`config.mk`:
```
export PLATFORM = sky130hd
export DESIGN_NAME = uart_periph_top
export DESIGN_NICKNAME = d
export VERILOG_FILES = /design/src/hdl/uart_pkg.sv /design/src/hdl/tcb_lite_if.sv /design/src/hdl/tcb_dev_uart.sv /design/src/hdl/tcb_lite_dev_uart.sv /design/src/hdl/uart_des.sv /design/src/hdl/uart_fifo.sv /design/src/hdl/uart_periph_top.sv /design/src/hdl/uart_ser.sv
export SDC_FILE = /design/constraint.sdc
export NUM_CORES = 1
export LEC_CHECK = 0
export ABC_AREA = 0
export BUFFER_PORTS_ARGS = -buffer_cell sky130_fd_sc_hd__clkbuf_2
export CORE_MARGIN = 2
export CORE_UTILIZATION = 45
export CTS_CLUSTER_SIZE = 12
export DETAILED_ROUTE_END_ITERATION = 7
export GPL_ROUTABILITY_DRIVEN = 0
export SLEW_MARGIN = 30
export SYNTH_ARGS = -nofsm -noshare
export SYNTH_HDL_FRONTEND = slang
export SYNTH_SLANG_ARGS = --single-unit
```
`constraint.sdc`:
```
create_clock -name clk -period 3.3 [get_ports clk]
set_input_delay 0.33 -clock clk [delete_from_list [all_inputs] [get_ports clk]]
set_output_delay 0.33 -clock clk [all_outputs]
set_load 0.01 [all_outputs]
```
`src/hdl/uart_pkg.sv`:
```
/*
 * UART peripheral shared definitions
 * Bus and character widths, FIFO sizes and the register index map
 */

`default_nettype none

package uart_pkg;

    ////////////////////////////////////////////////////////////////////////////
    // Bus
    ////////////////////////////////////////////////////////////////////////////

    // Data word width
    localparam int unsigned BUS_DAT = 32;
    // Byte address width, register index sits in bits 5..2
    localparam int unsigned BUS_ADR = 6;

    ////////////////////////////////////////////////////////////////////////////
    // UART and FIFO sizes
    ////////////////////////////////////////////////////////////////////////////

    // Baud and sample counter width
    localparam int unsigned UART_BDR = 8;
    // Character width
    localparam int unsigned UART_DAT = 8;

    // FIFO depth
    localparam int unsigned FIFO_SIZ = 8;
    // Pointer and fill count widths
    localparam int unsigned FIFO_ADR = $clog2(FIFO_SIZ);
    localparam int unsigned FIFO_CNT = $clog2(FIFO_SIZ + 1);

    ////////////////////////////////////////////////////////////////////////////
    // Register index map
    ////////////////////////////////////////////////////////////////////////////

    // Transmit side
    localparam logic [3:0] REG_TX_DAT = 4'd0;
    localparam logic [3:0] REG_TX_CNT = 4'd1;
    localparam logic [3:0] REG_TX_BDR = 4'd2;
    localparam logic [3:0] REG_TX_IRQ = 4'd3;
    // Receive side
    localparam logic [3:0] REG_RX_DAT = 4'd8;
    localparam logic [3:0] REG_RX_CNT = 4'd9;
    localparam logic [3:0] REG_RX_BDR = 4'd10;
    localparam logic [3:0] REG_RX_SMP = 4'd11;
    localparam logic [3:0] REG_RX_IRQ = 4'd12;

endpackage

`default_nettype wire

```
`src/hdl/tcb_lite_if.sv`:
```
/*
 * TCB-lite bus interface
 * Single-cycle request and response with a vld/rdy handshake
 */

`timescale 1ns/1ps
`default_nettype none

interface tcb_lite_if (
    input logic clk,
    input logic rst_n
);
    import uart_pkg::*;

    // Request, driven by the manager
    logic               vld;
    logic               wen;
    logic [BUS_ADR-1:0] adr;
    logic [BUS_DAT-1:0] wdt;

    // Handshake and response, driven by the subordinate
    logic               rdy;
    logic [BUS_DAT-1:0] rdt;
    logic               err;

    // Manager side
    modport man (
        input  clk, rst_n,
        output vld, wen, adr, wdt,
        input  rdy, rdt, err
    );

    // Subordinate side
    modport sub (
        input  clk, rst_n,
        input  vld, wen, adr, wdt,
        output rdy, rdt, err
    );

endinterface

`default_nettype wire

```
`src/hdl/tcb_dev_uart.sv`:
```
/*
 * UART core, independent of the bus
 * Configuration registers, TX and RX FIFOs, serializer, deserializer, IRQs
 */

`timescale 1ns/1ps
`default_nettype none

module tcb_dev_uart (
    input  logic                         clk,
    input  logic                         rst_n,
    input  logic                         sys_wen,
    input  logic                         sys_ren,
    input  logic [3:0]                   sys_adr,
    input  logic [uart_pkg::BUS_DAT-1:0] sys_wdt,
    output logic [uart_pkg::BUS_DAT-1:0] sys_rdt,
    output logic                         tx_full,
    output logic                         rx_empty,
    input  logic                         uart_rxd,
    output logic                         uart_txd,
    output logic                         irq_tx,
    output logic                         irq_rx
);
    import uart_pkg::*;

    // Configuration registers
    logic [UART_BDR-1:0] cfg_tx_bdr;
    logic [FIFO_CNT-1:0] cfg_tx_irq;
    logic [UART_BDR-1:0] cfg_rx_bdr;
    logic [UART_BDR-1:0] cfg_rx_smp;
    logic [FIFO_CNT-1:0] cfg_rx_irq;

    // TX path
    logic                tx_push;
    logic                tx_pop;
    logic                tx_empty;
    logic [UART_DAT-1:0] tx_rdat;
    logic [FIFO_CNT-1:0] tx_cnt;

    // RX path
    logic                rx_push;
    logic                rx_pop;
    logic [UART_DAT-1:0] rx_dat;
    logic [UART_DAT-1:0] rx_rdat;
    logic [FIFO_CNT-1:0] rx_cnt;

    ////////////////////////////////////////////////////////////////////////////
    // Register write decode
    ////////////////////////////////////////////////////////////////////////////

    always_ff @(posedge clk)
    begin
        if (!rst_n)
        begin
            cfg_tx_bdr <= '0;
            cfg_tx_irq <= '0;
            cfg_rx_bdr <= '0;
            cfg_rx_smp <= '0;
            cfg_rx_irq <= '0;
        end
        else if (sys_wen)
        begin
            // Values are truncated to register widths
            case (sys_adr)
                REG_TX_BDR: cfg_tx_bdr <= sys_wdt[UART_BDR-1:0];
                REG_TX_IRQ: cfg_tx_irq <= sys_wdt[FIFO_CNT-1:0];
                REG_RX_BDR: cfg_rx_bdr <= sys_wdt[UART_BDR-1:0];
                REG_RX_SMP: cfg_rx_smp <= sys_wdt[UART_BDR-1:0];
                REG_RX_IRQ: cfg_rx_irq <= sys_wdt[FIFO_CNT-1:0];
                default:    ;
            endcase
        end
    end

    // FIFO strobes from data register access
    assign tx_push = sys_wen & (sys_adr == REG_TX_DAT);
    assign rx_pop  = sys_ren & (sys_adr == REG_RX_DAT);

    ////////////////////////////////////////////////////////////////////////////
    // Read multiplexer
    ////////////////////////////////////////////////////////////////////////////

    always_comb
    begin
        case (sys_adr)
            REG_TX_CNT: sys_rdt = BUS_DAT'(tx_cnt);
            REG_TX_BDR: sys_rdt = BUS_DAT'(cfg_tx_bdr);
            REG_TX_IRQ: sys_rdt = BUS_DAT'(cfg_tx_irq);
            // Empty RX FIFO reads as zero
            REG_RX_DAT: sys_rdt = rx_empty ? '0 : BUS_DAT'(rx_rdat);
            REG_RX_CNT: sys_rdt = BUS_DAT'(rx_cnt);
            REG_RX_BDR: sys_rdt = BUS_DAT'(cfg_rx_bdr);
            REG_RX_SMP: sys_rdt = BUS_DAT'(cfg_rx_smp);
            REG_RX_IRQ: sys_rdt = BUS_DAT'(cfg_rx_irq);
            default:    sys_rdt = '0;
        endcase
    end

    ////////////////////////////////////////////////////////////////////////////
    // Datapath
    ////////////////////////////////////////////////////////////////////////////

    uart_fifo u_tx_fifo (
        .clk   (clk),
        .rst_n (rst_n),
        .push  (tx_push),
        .wdat  (sys_wdt[UART_DAT-1:0]),
        .pop   (tx_pop),
        .rdat  (tx_rdat),
        .cnt   (tx_cnt),
        .full  (tx_full),
        .empty (tx_empty)
    );

    uart_ser u_ser (
        .clk   (clk),
        .rst_n (rst_n),
        .bdr   (cfg_tx_bdr),
        .dat   (tx_rdat),
        .empty (tx_empty),
        .pop   (tx_pop),
        .txd   (uart_txd)
    );

    uart_des u_des (
        .clk   (clk),
        .rst_n (rst_n),
        .bdr   (cfg_rx_bdr),
        .smp   (cfg_rx_smp),
        .rxd   (uart_rxd),
        .push  (rx_push),
        .dat   (rx_dat)
    );

    // Overflow handled inside the FIFO
    uart_fifo u_rx_fifo (
        .clk   (clk),
        .rst_n (rst_n),
        .push  (rx_push),
        .wdat  (rx_dat),
        .pop   (rx_pop),
        .rdat  (rx_rdat),
        .cnt   (rx_cnt),
        .full  (),
        .empty (rx_empty)
    );

    // Level interrupts against programmed thresholds
    always_ff @(posedge clk)
    begin
        if (!rst_n)
        begin
            irq_tx <= 1'b0;
            irq_rx <= 1'b0;
        end
        else
        begin
            irq_tx <= (tx_cnt < cfg_tx_irq);
            irq_rx <= (rx_cnt > cfg_rx_irq);
        end
    end

endmodule

`default_nettype wire

```
`src/hdl/tcb_lite_dev_uart.sv`:
```
/*
 * TCB-lite adapter for the UART core
 * Transfer strobes, back-pressure on a full TX FIFO, error on empty RX read
 */

`timescale 1ns/1ps
`default_nettype none

module tcb_lite_dev_uart (
    tcb_lite_if.sub sub,
    input  logic    uart_rxd,
    output logic    uart_txd,
    output logic    irq_tx,
    output logic    irq_rx
);
    import uart_pkg::*;

    // Transfer in this cycle
    logic       trn;
    // Register index from the byte address
    logic [3:0] sys_adr;
    logic       tx_full;
    logic       rx_empty;

    assign trn     = sub.vld & sub.rdy;
    assign sys_adr = sub.adr[BUS_ADR-1:2];

    // Stall only a data write into a full TX FIFO
    assign sub.rdy = ~(sub.vld & sub.wen & (sys_adr == REG_TX_DAT) & tx_full);

    // Reading an empty RX FIFO
    assign sub.err = trn & ~sub.wen & (sys_adr == REG_RX_DAT) & rx_empty;

    tcb_dev_uart u_uart (
        .clk      (sub.clk),
        .rst_n    (sub.rst_n),
        .sys_wen  (trn & sub.wen),
        .sys_ren  (trn & ~sub.wen),
        .sys_adr  (sys_adr),
        .sys_wdt  (sub.wdt),
        .sys_rdt  (sub.rdt),
        .tx_full  (tx_full),
        .rx_empty (rx_empty),
        .uart_rxd (uart_rxd),
        .uart_txd (uart_txd),
        .irq_tx   (irq_tx),
        .irq_rx   (irq_rx)
    );

endmodule

`default_nettype wire

```
`src/hdl/uart_des.sv`:
```
/*
 * UART receive deserializer
 * Start edge detect, programmable first sample, data shift and stop check
 */

`timescale 1ns/1ps
`default_nettype none

module uart_des (
    input  logic                          clk,
    input  logic                          rst_n,
    input  logic [uart_pkg::UART_BDR-1:0] bdr,
    input  logic [uart_pkg::UART_BDR-1:0] smp,
    input  logic                          rxd,
    output logic                          push,
    output logic [uart_pkg::UART_DAT-1:0] dat
);
    import uart_pkg::*;

    // Two stage synchronizer plus one delay for the edge
    logic                rxd_s;
    logic                rxd_q;
    logic                rxd_d;
    logic                fall;
    // Frame in progress
    logic                busy;
    // Down counter to the next sample
    logic [UART_BDR-1:0] scnt;
    // Bit index, 0 is start and 9 is stop
    logic [3:0]          bit_cnt;
    logic                sample;

    assign fall   = rxd_d & ~rxd_q;
    assign sample = busy & (scnt == '0);

    ////////////////////////////////////////////////////////////////////////////
    // Line input
    ////////////////////////////////////////////////////////////////////////////

    always_ff @(posedge clk)
    begin
        if (!rst_n)
        begin
            // Idle line is high
            rxd_s <= 1'b1;
            rxd_q <= 1'b1;
            rxd_d <= 1'b1;
        end
        else
        begin
            rxd_s <= rxd;
            rxd_q <= rxd_s;
            rxd_d <= rxd_q;
        end
    end

    ////////////////////////////////////////////////////////////////////////////
    // Frame control
    ////////////////////////////////////////////////////////////////////////////

    always_ff @(posedge clk)
    begin
        if (!rst_n)
        begin
            busy    <= 1'b0;
            scnt    <= '0;
            bit_cnt <= '0;
            push    <= 1'b0;
        end
        else
        begin
            push <= 1'b0;
            if (!busy)
            begin
                // First sample smp+1 cycles after the edge
                if (fall)
                begin
                    busy    <= 1'b1;
                    scnt    <= smp;
                    bit_cnt <= '0;
                end
            end
            else if (sample)
            begin
                scnt    <= bdr;
                bit_cnt <= bit_cnt + 4'd1;
                // False start, drop the frame
                if (bit_cnt == 4'd0 && rxd_q)
                    busy <= 1'b0;
                // Stop sample, keep only a high stop bit
                if (bit_cnt == 4'd9)
                begin
                    busy <= 1'b0;
                    push <= rxd_q;
                end
            end
            else
                scnt <= scnt - 1'b1;
        end
    end

    // Data shifter, LSB arrives first
    always_ff @(posedge clk)
    begin
        if (sample && bit_cnt != 4'd0 && bit_cnt != 4'd9)
            dat <= {rxd_q, dat[UART_DAT-1:1]};
    end

endmodule

`default_nettype wire

```
`src/hdl/uart_fifo.sv`:
```
/*
 * Synchronous register-array FIFO with fill count
 * Head is visible combinationally, overflow and underflow are ignored
 */

`timescale 1ns/1ps
`default_nettype none

module uart_fifo (
    input  logic                          clk,
    input  logic                          rst_n,
    input  logic                          push,
    input  logic [uart_pkg::UART_DAT-1:0] wdat,
    input  logic                          pop,
    output logic [uart_pkg::UART_DAT-1:0] rdat,
    output logic [uart_pkg::FIFO_CNT-1:0] cnt,
    output logic                          full,
    output logic                          empty
);
    import uart_pkg::*;

    // Storage
    logic [UART_DAT-1:0] mem [FIFO_SIZ];
    // Pointers wrap naturally, depth is a power of two
    logic [FIFO_ADR-1:0] wptr;
    logic [FIFO_ADR-1:0] rptr;
    // Qualified transfers
    logic                do_push;
    logic                do_pop;

    // Status from the fill count
    assign full    = (cnt == FIFO_CNT'(FIFO_SIZ));
    assign empty   = (cnt == '0);

    // Drop push when full, drop pop when empty
    assign do_push = push & ~full;
    assign do_pop  = pop & ~empty;

    // Pointers and count
    always_ff @(posedge clk)
    begin
        if (!rst_n)
        begin
            wptr <= '0;
            rptr <= '0;
            cnt  <= '0;
        end
        else
        begin
            if (do_push)
                wptr <= wptr + 1'b1;
            if (do_pop)
                rptr <= rptr + 1'b1;
            // Push and pop together keep the count
            case ({do_push, do_pop})
                2'b10:   cnt <= cnt + 1'b1;
                2'b01:   cnt <= cnt - 1'b1;
                default: cnt <= cnt;
            endcase
        end
    end

    // Data array write
    always_ff @(posedge clk)
    begin
        if (do_push)
            mem[wptr] <= wdat;
    end

    // Head of queue
    assign rdat = mem[rptr];

endmodule

`default_nettype wire

```
`src/hdl/uart_periph_top.sv`:
```
/*
 * UART peripheral top level with plain bus ports
 */

`timescale 1ns/1ps
`default_nettype none

module uart_periph_top (
    input  logic                         clk,
    input  logic                         rst_n,
    input  logic                         bus_vld,
    input  logic                         bus_wen,
    input  logic [uart_pkg::BUS_ADR-1:0] bus_adr,
    input  logic [uart_pkg::BUS_DAT-1:0] bus_wdt,
    output logic                         bus_rdy,
    output logic                         bus_err,
    output logic [uart_pkg::BUS_DAT-1:0] bus_rdt,
    input  logic                         uart_rxd,
    output logic                         uart_txd,
    output logic                         irq_tx,
    output logic                         irq_rx
);

    tcb_lite_if bus (
        .clk   (clk),
        .rst_n (rst_n)
    );

    // Request side
    assign bus.vld = bus_vld;
    assign bus.wen = bus_wen;
    assign bus.adr = bus_adr;
    assign bus.wdt = bus_wdt;

    // Response side
    assign bus_rdy = bus.rdy;
    assign bus_err = bus.err;
    assign bus_rdt = bus.rdt;

    tcb_lite_dev_uart u_dev (
        .sub      (bus),
        .uart_rxd (uart_rxd),
        .uart_txd (uart_txd),
        .irq_tx   (irq_tx),
        .irq_rx   (irq_rx)
    );

endmodule

`default_nettype wire

```
`src/hdl/uart_ser.sv`:
```
/*
 * UART transmit serializer
 * Pops a character and shifts out start, 8 data bits LSB first and stop
 */

`timescale 1ns/1ps
`default_nettype none

module uart_ser (
    input  logic                          clk,
    input  logic                          rst_n,
    input  logic [uart_pkg::UART_BDR-1:0] bdr,
    input  logic [uart_pkg::UART_DAT-1:0] dat,
    input  logic                          empty,
    output logic                          pop,
    output logic                          txd
);
    import uart_pkg::*;

    // Frame in progress
    logic                busy;
    // Cycles within the current bit
    logic [UART_BDR-1:0] bcnt;
    // Bit index, 0 is start and 9 is stop
    logic [3:0]          bit_cnt;
    // Frame shifter, bit 0 is on the line
    logic [9:0]          sreg;
    logic                bit_end;
    logic                frame_end;

    // Bit lasts bdr+1 cycles
    assign bit_end   = busy & (bcnt == bdr);
    assign frame_end = bit_end & (bit_cnt == 4'd9);

    // Take the next character when idle or as the stop bit ends
    assign pop = ~empty & (~busy | frame_end);

    always_ff @(posedge clk)
    begin
        if (!rst_n)
        begin
            busy    <= 1'b0;
            bcnt    <= '0;
            bit_cnt <= '0;
            sreg    <= '1;
        end
        else if (pop)
        begin
            // Stop, data, start
            busy    <= 1'b1;
            bcnt    <= '0;
            bit_cnt <= '0;
            sreg    <= {1'b1, dat, 1'b0};
        end
        else if (frame_end)
        begin
            // Shifter is all ones here, line stays idle
            busy    <= 1'b0;
            bcnt    <= '0;
            bit_cnt <= '0;
        end
        else if (bit_end)
        begin
            bcnt    <= '0;
            bit_cnt <= bit_cnt + 4'd1;
            sreg    <= {1'b1, sreg[9:1]};
        end
        else if (busy)
            bcnt <= bcnt + 1'b1;
    end

    // Line output straight from a flop
    assign txd = sreg[0];

endmodule

`default_nettype wire

```
# After elaboration in Yosys (flattened, before gate mapping)
# Memory sizes are Yosys's and may differ from the RTL's. A register that Yosys moved wholly into a read port is not among the register bits.
# Index checks and enable logic that the tools add are counted.
dict set report classes {
  add_sub_neg 12
  magnitude_cmp 2
  n_eq_ne 20
  mux 28
  bitwise_logic 28
  reduce_logical 24
}
# op n
set ops {}
lappend ops {{one-hot mux 8 bit (8 select lines)} 1}
lappend ops {{equality test 4 bit, second input constant} 9}
lappend ops {{two-way mux 8 bit} 4}
lappend ops {{two-way mux 9 bit} 3}
lappend ops {{bitwise AND 1 bit} 18}
lappend ops {{adder 4 x 1 -> 4 bit, second input constant} 4}
lappend ops {{zero test 4 bit} 4}
lappend ops {{one-hot mux 4 bit (2 select lines)} 2}
lappend ops {{AND reduction 2 bit} 7}
lappend ops {{adder 3 x 1 -> 3 bit, second input constant} 4}
lappend ops {{two-way mux 3 bit} 4}
lappend ops {{two-way mux 4 bit} 3}
lappend ops {{two-way mux 1 bit} 11}
lappend ops {{nonzero test 2 bit} 5}
lappend ops {{NOT 1 bit} 9}
lappend ops {{adder 8 x 1 -> 8 bit, second input constant} 1}
lappend ops {{equality test 4 x 2 -> 1 bit, second input constant} 2}
lappend ops {{equality test 8 bit} 1}
lappend ops {{zero test 8 bit} 1}
lappend ops {{subtractor 4 x 1 -> 4 bit, second input constant} 2}
lappend ops {{subtractor 8 x 1 -> 8 bit, second input constant} 1}
lappend ops {{equality test 2 x 1 -> 1 bit, second input constant} 2}
lappend ops {{equality test 2 bit, second input constant} 2}
lappend ops {{equality test 4 x 1 -> 1 bit, second input constant} 1}
lappend ops {{other kinds (10)} 13}
dict set report word_totals {
  regBits 101
  ram_bits 128
  inputBits 43
  output_inout_bits 37
  wordCells 141
  mem_count 2
}
# name words width read_ports rd_ports_with_merged_regs wr line
set mem_list {}
lappend mem_list {u_dev.u_uart.u_rx_fifo.mem 8 8 1 1 1 uart_fifo.sv:23} ;# logic [UART_DAT-1:0] mem [FIFO_SIZ];
lappend mem_list {u_dev.u_uart.u_tx_fifo.mem 8 8 1 1 1 uart_fifo.sv:23}

# Depth between registers and ports, before layout
dict set report logic_depth {
  word_depth 10
  ltp_mapped 14
}

# Hierarchy
# A second synthesis with hierarchy kept.
dict set report unflattened {
  cells_unflattened 829
  hier_area_um2 10964.3
}
# mod n_inst cells_per_inst area_each_um2 seq_area_each_um2
set by_module_without_submodules {}
lappend by_module_without_submodules {{uart_fifo at u_dev.u_uart.u_tx_fifo} 1 170 3164.3 2182.1}
lappend by_module_without_submodules {{uart_fifo at u_dev.u_uart.u_rx_fifo} 1 168 3136.8 2182.1}
lappend by_module_without_submodules {tcb_dev_uart 1 226 2092.0 680.7}
lappend by_module_without_submodules {uart_ser 1 137 1272.5 440.4}
lappend by_module_without_submodules {uart_des 1 121 1243.7 580.6}
lappend by_module_without_submodules {tcb_lite_dev_uart 1 7 55.1 0.0}

# Worst setup path before layout
# Ideal clock, no wire load.
dict set report synth_timing {
  path_type {input-to-reg}
  from {input port bus_adr[5] (netlist name)}
  to {register u_dev.u_uart.u_tx_fifo.cnt[2] (netlist name)}
  arrival_ns 2.700
  t_required_ns 3.229
  slack_ns 0.529
  stages 12
  path_buffers 2
  cell_sequence {buf_2 > or2_2 > buf_2 > a2111oi_4 > inv_1 > ha_1 > xor2_1 > ha_1 > a21oi_1 > xor2_1 > or3_1 > a21oi_1}
}
dict set report synth_between {
  elab_chain_len 10
}
# item line
set synth_rtl {}
lappend synth_rtl {{start: declaration} uart_periph_top.sv:13} ;# input logic [uart_pkg::BUS_ADR-1:0] bus_adr,
lappend synth_rtl {{zero test 4 bit *} {tcb_dev_uart.sv:76, tcb_lite_dev_uart.sv:29}}
lappend synth_rtl {{bitwise AND 1 bit (2 in series)} tcb_lite_dev_uart.sv:29} ;# assign sub.rdy = ~(sub.vld & sub.wen & (sys_adr == REG_TX_DAT) & tx_full);
lappend synth_rtl {{NOT 1 bit} tcb_lite_dev_uart.sv:29}
lappend synth_rtl {{bitwise AND 1 bit} tcb_lite_dev_uart.sv:25} ;# assign trn = sub.vld & sub.rdy;
lappend synth_rtl {{bitwise AND 1 bit} tcb_lite_dev_uart.sv:37} ;# .sys_wen (trn & sub.wen),
lappend synth_rtl {{bitwise AND 1 bit *} tcb_dev_uart.sv:76} ;# assign tx_push = sys_wen & (sys_adr == REG_TX_DAT);
lappend synth_rtl {{bitwise AND 1 bit *} uart_fifo.sv:36} ;# assign do_push = push & ~full;
lappend synth_rtl {{equality test 2 x 1 -> 1 bit or equality test 2 bit (tied branches)} uart_fifo.sv:55} ;# case ({do_push, do_pop})
lappend synth_rtl {{one-hot mux 4 bit (2 select lines) or nonzero test 2 bit (tied branches)} n/a}
lappend synth_rtl {{end signal: assignment} uart_fifo.sv:56} ;# 2'b10: cnt <= cnt + 1'b1;
lappend synth_rtl {{end signal: assignment} uart_fifo.sv:57} ;# 2'b01: cnt <= cnt - 1'b1;
lappend synth_rtl {{end signal: assignment} uart_fifo.sv:58} ;# default: cnt <= cnt;
lappend synth_rtl {{end: declaration} uart_fifo.sv:16} ;# output logic [uart_pkg::FIFO_CNT-1:0] cnt,
# Every way passes the cells marked *; elsewhere a longest branch is shown, timed or not.
# A chain may end at the register's enable or synchronous reset.

# Final worst setup path
dict set report layout_timing {
  from {register u_dev.u_uart.u_tx_fifo.cnt[1] (netlist name)}
  to {register u_dev.u_uart.u_tx_fifo.cnt[2] (netlist name)}
}
# item line
set layout_rtl {}
lappend layout_rtl {{zero test 4 bit *} uart_fifo.sv:33} ;# assign empty = (cnt == '0);
lappend layout_rtl {{NOT 1 bit *} uart_ser.sv:36} ;# assign pop = ~empty & (~busy | frame_end);
lappend layout_rtl {{bitwise AND 1 bit *} uart_ser.sv:36}
lappend layout_rtl {{named net u_dev.u_uart.tx_pop} tcb_dev_uart.sv:35} ;# logic tx_pop;
lappend layout_rtl {{bitwise AND 1 bit *} uart_fifo.sv:37} ;# assign do_pop = pop & ~empty;
lappend layout_rtl {{equality test 2 x 1 -> 1 bit or equality test 2 bit (tied branches)} uart_fifo.sv:55}
lappend layout_rtl {{one-hot mux 4 bit (2 select lines) or nonzero test 2 bit (tied branches)} n/a}
# Mark *: on every way through the listed nets, which the timed path passes. The rest lies on a longest branch.

==> flow_results.org <==
** STA
- Measured against its own limit, the worst slew margin works out to 0.3591.
- The final hold violation count is 0.
- Setup violations remaining at the end of the flow were counted as 0.
- Setup TNS Final :: 0 ps
- Clock skew on the completed layout was measured at 10.95 ps.
- Static timing analysis puts the maximum clock frequency at 359.2 MHz.
- Setup repair after global routing left no endpoint under its margin.
- Final min period :: 2784 ps
- Pin slew with the least headroom to its limit :: 956.2 ps
- Share of the clock period used by the worst path :: 0.8437
- The number of pins exceeding their max-slew limit in the final report came to 0.

** Place
- In this run, placement finished with an instance count of 1136.
- Detailed placement finished with a half-perimeter wire length of 14070 um.
- In this run the cell area measured after placement is 10870 um^2.
- Input and output buffers added on the ports amount to 29.

** Finish
- Relative to the synthesized area, the layout overhead comes to 12.78%.
- The sequential cells in the finished layout cover a total of 6066 um^2.
- Antenna diode instance count :: 0
- Number of filler cells placed in the layout :: 1968
- Final core utilization :: 0.5159
- Excluding fillers, the count of instances in the completed layout stands at 1185.
- Area of the multi-input gates :: 3943 um^2
- Total Nets Final :: 947
- Final std cell area, no fill :: 11680 um^2
- In the final layout, the share of cells above drive strength 1 is 0.1667.

** Global routing
- For this run, the total global-route usage over all layers was measured as 0.1757.
- The number of antenna violations at the first check in global routing is 0.
- Global-route wire length before repair :: 33210 um
- The via count of the first global-routing pass is 5931.
- Entering global routing, the biggest net connects 41 pins.
- Gr ovfl total :: 0

** Setup path
- Maximum fanout count along the critical path :: 10
- Worst path cell trace :: nor3_2 > nand2b_1 > a41oi_1 > inv_1 > ha_1 > xor2_1 > ha_1 > a21oi_1 > xor2_1 > or3_1 > a21oi_1
- Crit path launch type :: register
- Data on the critical path arrives at its endpoint at 3210 ps.
- Data required time at the worst endpoint :: 3730 ps
- Worst stage delay on the critical path :: 430 ps
- Worst path slowest cell :: dfxtp_1
- Critical path endpoint category :: register
- Critical path class :: reg2reg

** Pwr
- Leakage power :: 4.084 nW
- Worst VDD drop :: 373.1 uV
- Switching share of power :: 0.2626
- Clock share of power :: 0.376
- Cell internal power was estimated by the tool at 5.337 mW.
- Total power for the finished layout comes to 7.238 mW.
- Sequential cell fraction of total power :: 0.462
- In this run the power spent charging and discharging nets is 1.900 mW.
- Total power per unit cell area :: 619.6 nW/um^2
- The share of total power dissipated in combinational logic is 0.163.

** Status
- Run status :: finished clean

** Route
- Mean number of vias per cell :: 5.347
- Iteration-0 DRC Markers :: 453
- DR pass1 iterations :: 5
- After detailed routing, the average wire length per cell comes to 17.79 um.
- The count of nets left with antenna violations once routing finished came out at 0.
- For this run, design rule violations remaining after detail routing come to 0.
- Wires add up to 21080 um.
- The detailed router placed 6336 vias in this run.

** Clock network
- After clock tree synthesis, the clock-pin slew on the worst setup and hold paths is 60 ps.
- For the worst-skew pair, the clock arrives at the later sink with an insertion delay of 520 ps.
- Post-CTS timing repair inserted 0 buffers for setup.
- After clock tree synthesis, the flow added hold-fix buffers numbering 1.
- CTS placed an instance of clkbuf_16 at the clock tree root.
- Total clock sinks :: 235
- Number of buffers created by CTS :: 26
- H-tree Lvls :: 1
- The number of gates resized after CTS was 0.
- TritonCTS built the clock tree.
- Counting along the longest clock path gives a buffer depth of 3.

** Synth
- Netlist Area Pre-Place :: 10360 um^2
- Synth area leader :: edfxtp_1
- Syn Inst Count :: 827
- Avg Cell Area, Syn :: 12.52 um^2
- The share of the Yosys chip area taken by registers is 0.5856.
- In this run, synthesis produced a sequential element count of 235.
- Synthesis Warnings :: 0
- Ranked by total cell area, the synthesized netlist is headed by edfxtp_1 (39%), dfxtp_1 (19%), mux4_2 (7.0%), mux2i_1 (5.4%), nor2_1 (3.3%).
- After synthesis, the share of flip-flops with an asynchronous set or reset is 0.
- Primary flip-flop cell chosen by synthesis mapping :: edfxtp_1
- Number of enable-type register cells in the synthesized netlist :: 136
- The netlist uses 61 different library cells.
- Proportion of netlist area held by the largest area contributor :: 0.3943

** Floorplan
- The initial utilization of the core area, before any placement, comes to 0.4575.
- The die is 155.7 um wide.
- After floorplanning, the core was sized to cover 22640 um^2.
- Chip Height :: 155.7 um
- 80 I/O pins were placed.
- Placement Rows :: 55
- Die area :: 24250 um^2

** Job
- Across the run, the number of max-cap violations was 0.

** Min path
- In this run the worst hold path is classified as in2reg.
stage by stage:
step                hold WS [ps]  worst slack, ps
floorplan                  386.3            529.2
global placement           390.9            440.2
detailed placement         392.9            436.1
CTS                        178.4            494.8
global route               188.8            228.3
finish                     182.8            515.7
sequential cells by signal, summed over array words and instances, names as in the netlist, 4 cells and up, named ones only:
name / cells
u_dev.u_uart.u_rx_fifo.cnt: 4
u_dev.u_uart.cfg_rx_irq: 4
u_dev.u_uart.u_rx_fifo.mem: 64
u_dev.u_uart.u_tx_fifo.cnt: 4
u_dev.u_uart.cfg_tx_irq: 4
u_dev.u_uart.u_des.dat: 8
u_dev.u_uart.u_des.bit_cnt: 4
u_dev.u_uart.u_tx_fifo.mem: 64
u_dev.u_uart.u_des.scnt: 8
u_dev.u_uart.u_ser.sreg: 9
u_dev.u_uart.cfg_rx_smp: 8
u_dev.u_uart.u_ser.bit_cnt: 4
u_dev.u_uart.u_ser.bcnt: 8
u_dev.u_uart.cfg_rx_bdr: 8
u_dev.u_uart.cfg_tx_bdr: 8
worst max-delay path: cells and delay by family (launching register included):
kind,cells,cell delay (ps)
buf+inv,1,100
flops,1,430
simple gates,3,850
xor+xnor,2,260
compound gates,3,570
fa+ha+maj,2,490
power groups by stage:
stage | logic (mW) | clock network, mW | registers [mW]
after floorplan | 0.965 | 0 | 3.33
after global placement | 1.17 | 0 | 3.40
after detailed placement | 1.18 | 0 | 3.40
after CTS | 1.19 | 2.77 | 3.34
after global routing | 1.32 | 2.90 | 3.36
final | 1.18 | 2.72 | 3.34
final cells by class:
| class | instances | area share |
|---|---|---|
| Tap cell | 285 | 0.03053 |
| Multi-Input combinational cell | 526 | 0.3375 |
| Inverter | 27 | 0.008676 |
| Clock buffer | 41 | 0.06405 |
| Sequential cell | 235 | 0.5193 |
| Clock inverter | 7 | 0.004820 |
| Timing Repair Buffer | 64 | 0.03513 |
cells by family (layout without fill, tap and decap cells):
family                   Yosys count  count (layout)  synth area share
AO/OA/AOI/OAI                    111             111           0.07079
XOR/XNOR                          32              32           0.02706
adder cells (fa/ha/maj)           24              24           0.02899
buffers and inverters             89             139           0.04264
flip-flops                       235             235            0.5856
multiplexers                      90              90            0.1259
other                              1              24         0.0003621
AND/OR/NAND/NOR                  245             245            0.1186
placed cells by master, fill, tap and decap left out, types with 20 or more instances in the layout:
cell type  count
clkbuf_16     27
nand2b_1      20
conb_1        24
ha_1          24
clkbuf_2      29
nand2_1       53
buf_4         34
dfxtp_1       99
a21oi_1       23
inv_1         26
mux4_2        32
edfxtp_1     136
xor2_1        28
o21ai_0       34
mux2i_1       56
nor2_1        90
Yosys cell counts (all sizes together), types with 3 or more instances:
| cell type | count |
|---|---|
| edfxtp | 136 |
| dfxtp | 99 |
| nor2 | 90 |
| mux2i | 56 |
| nand2 | 53 |
| buf | 40 |
| o21ai | 34 |
| mux4 | 32 |
| xor2 | 28 |
| inv | 27 |
| a21oi | 24 |
| ha | 24 |
| clkbuf | 22 |
| nand2b | 20 |
| nor3 | 20 |
| nand4 | 12 |
| or2 | 9 |
| nor2b | 8 |
| a22oi | 7 |
| a31oi | 7 |
| o2111ai | 7 |
| o21a | 6 |
| nand3 | 5 |
| nor4 | 5 |
| or3 | 5 |
| a211oi | 4 |
| a222oi | 4 |
| nor4bb | 4 |
| xnor2 | 4 |
| nand3b | 3 |
| o221ai | 3 |
final timing paths:
kind,from,to,slack [ps],depth (start not counted)
min,bus_wdt[7],u_dev.u_uart.u_tx_fifo.mem[4][7]$_DFFE_PP_,180,1
max,u_dev.u_uart.u_tx_fifo.cnt[1]$_SDFFE_PN0P_,u_dev.u_uart.u_tx_fifo.cnt[2]$_SDFFE_PN0P_,520,11
max reg2reg,u_dev.u_uart.u_tx_fifo.cnt[1]$_SDFFE_PN0P_,u_dev.u_uart.u_tx_fifo.cnt[2]$_SDFFE_PN0P_,520,11
min reg2reg,u_dev.u_uart.u_des.rxd_s$_SDFF_PN1_,u_dev.u_uart.u_des.rxd_q$_SDFF_PN1_,400,1
routing by layer:
layer	track usage	part of all wire	wire length, um
met1	0.2360	0.45	9563
met5	0	0	0
met4	0.03233	0.010	216
met2	0.3072	0.50	10590
met3	0.02556	0.034	708
No activity file was read; power rests on OpenSTA's default activity.
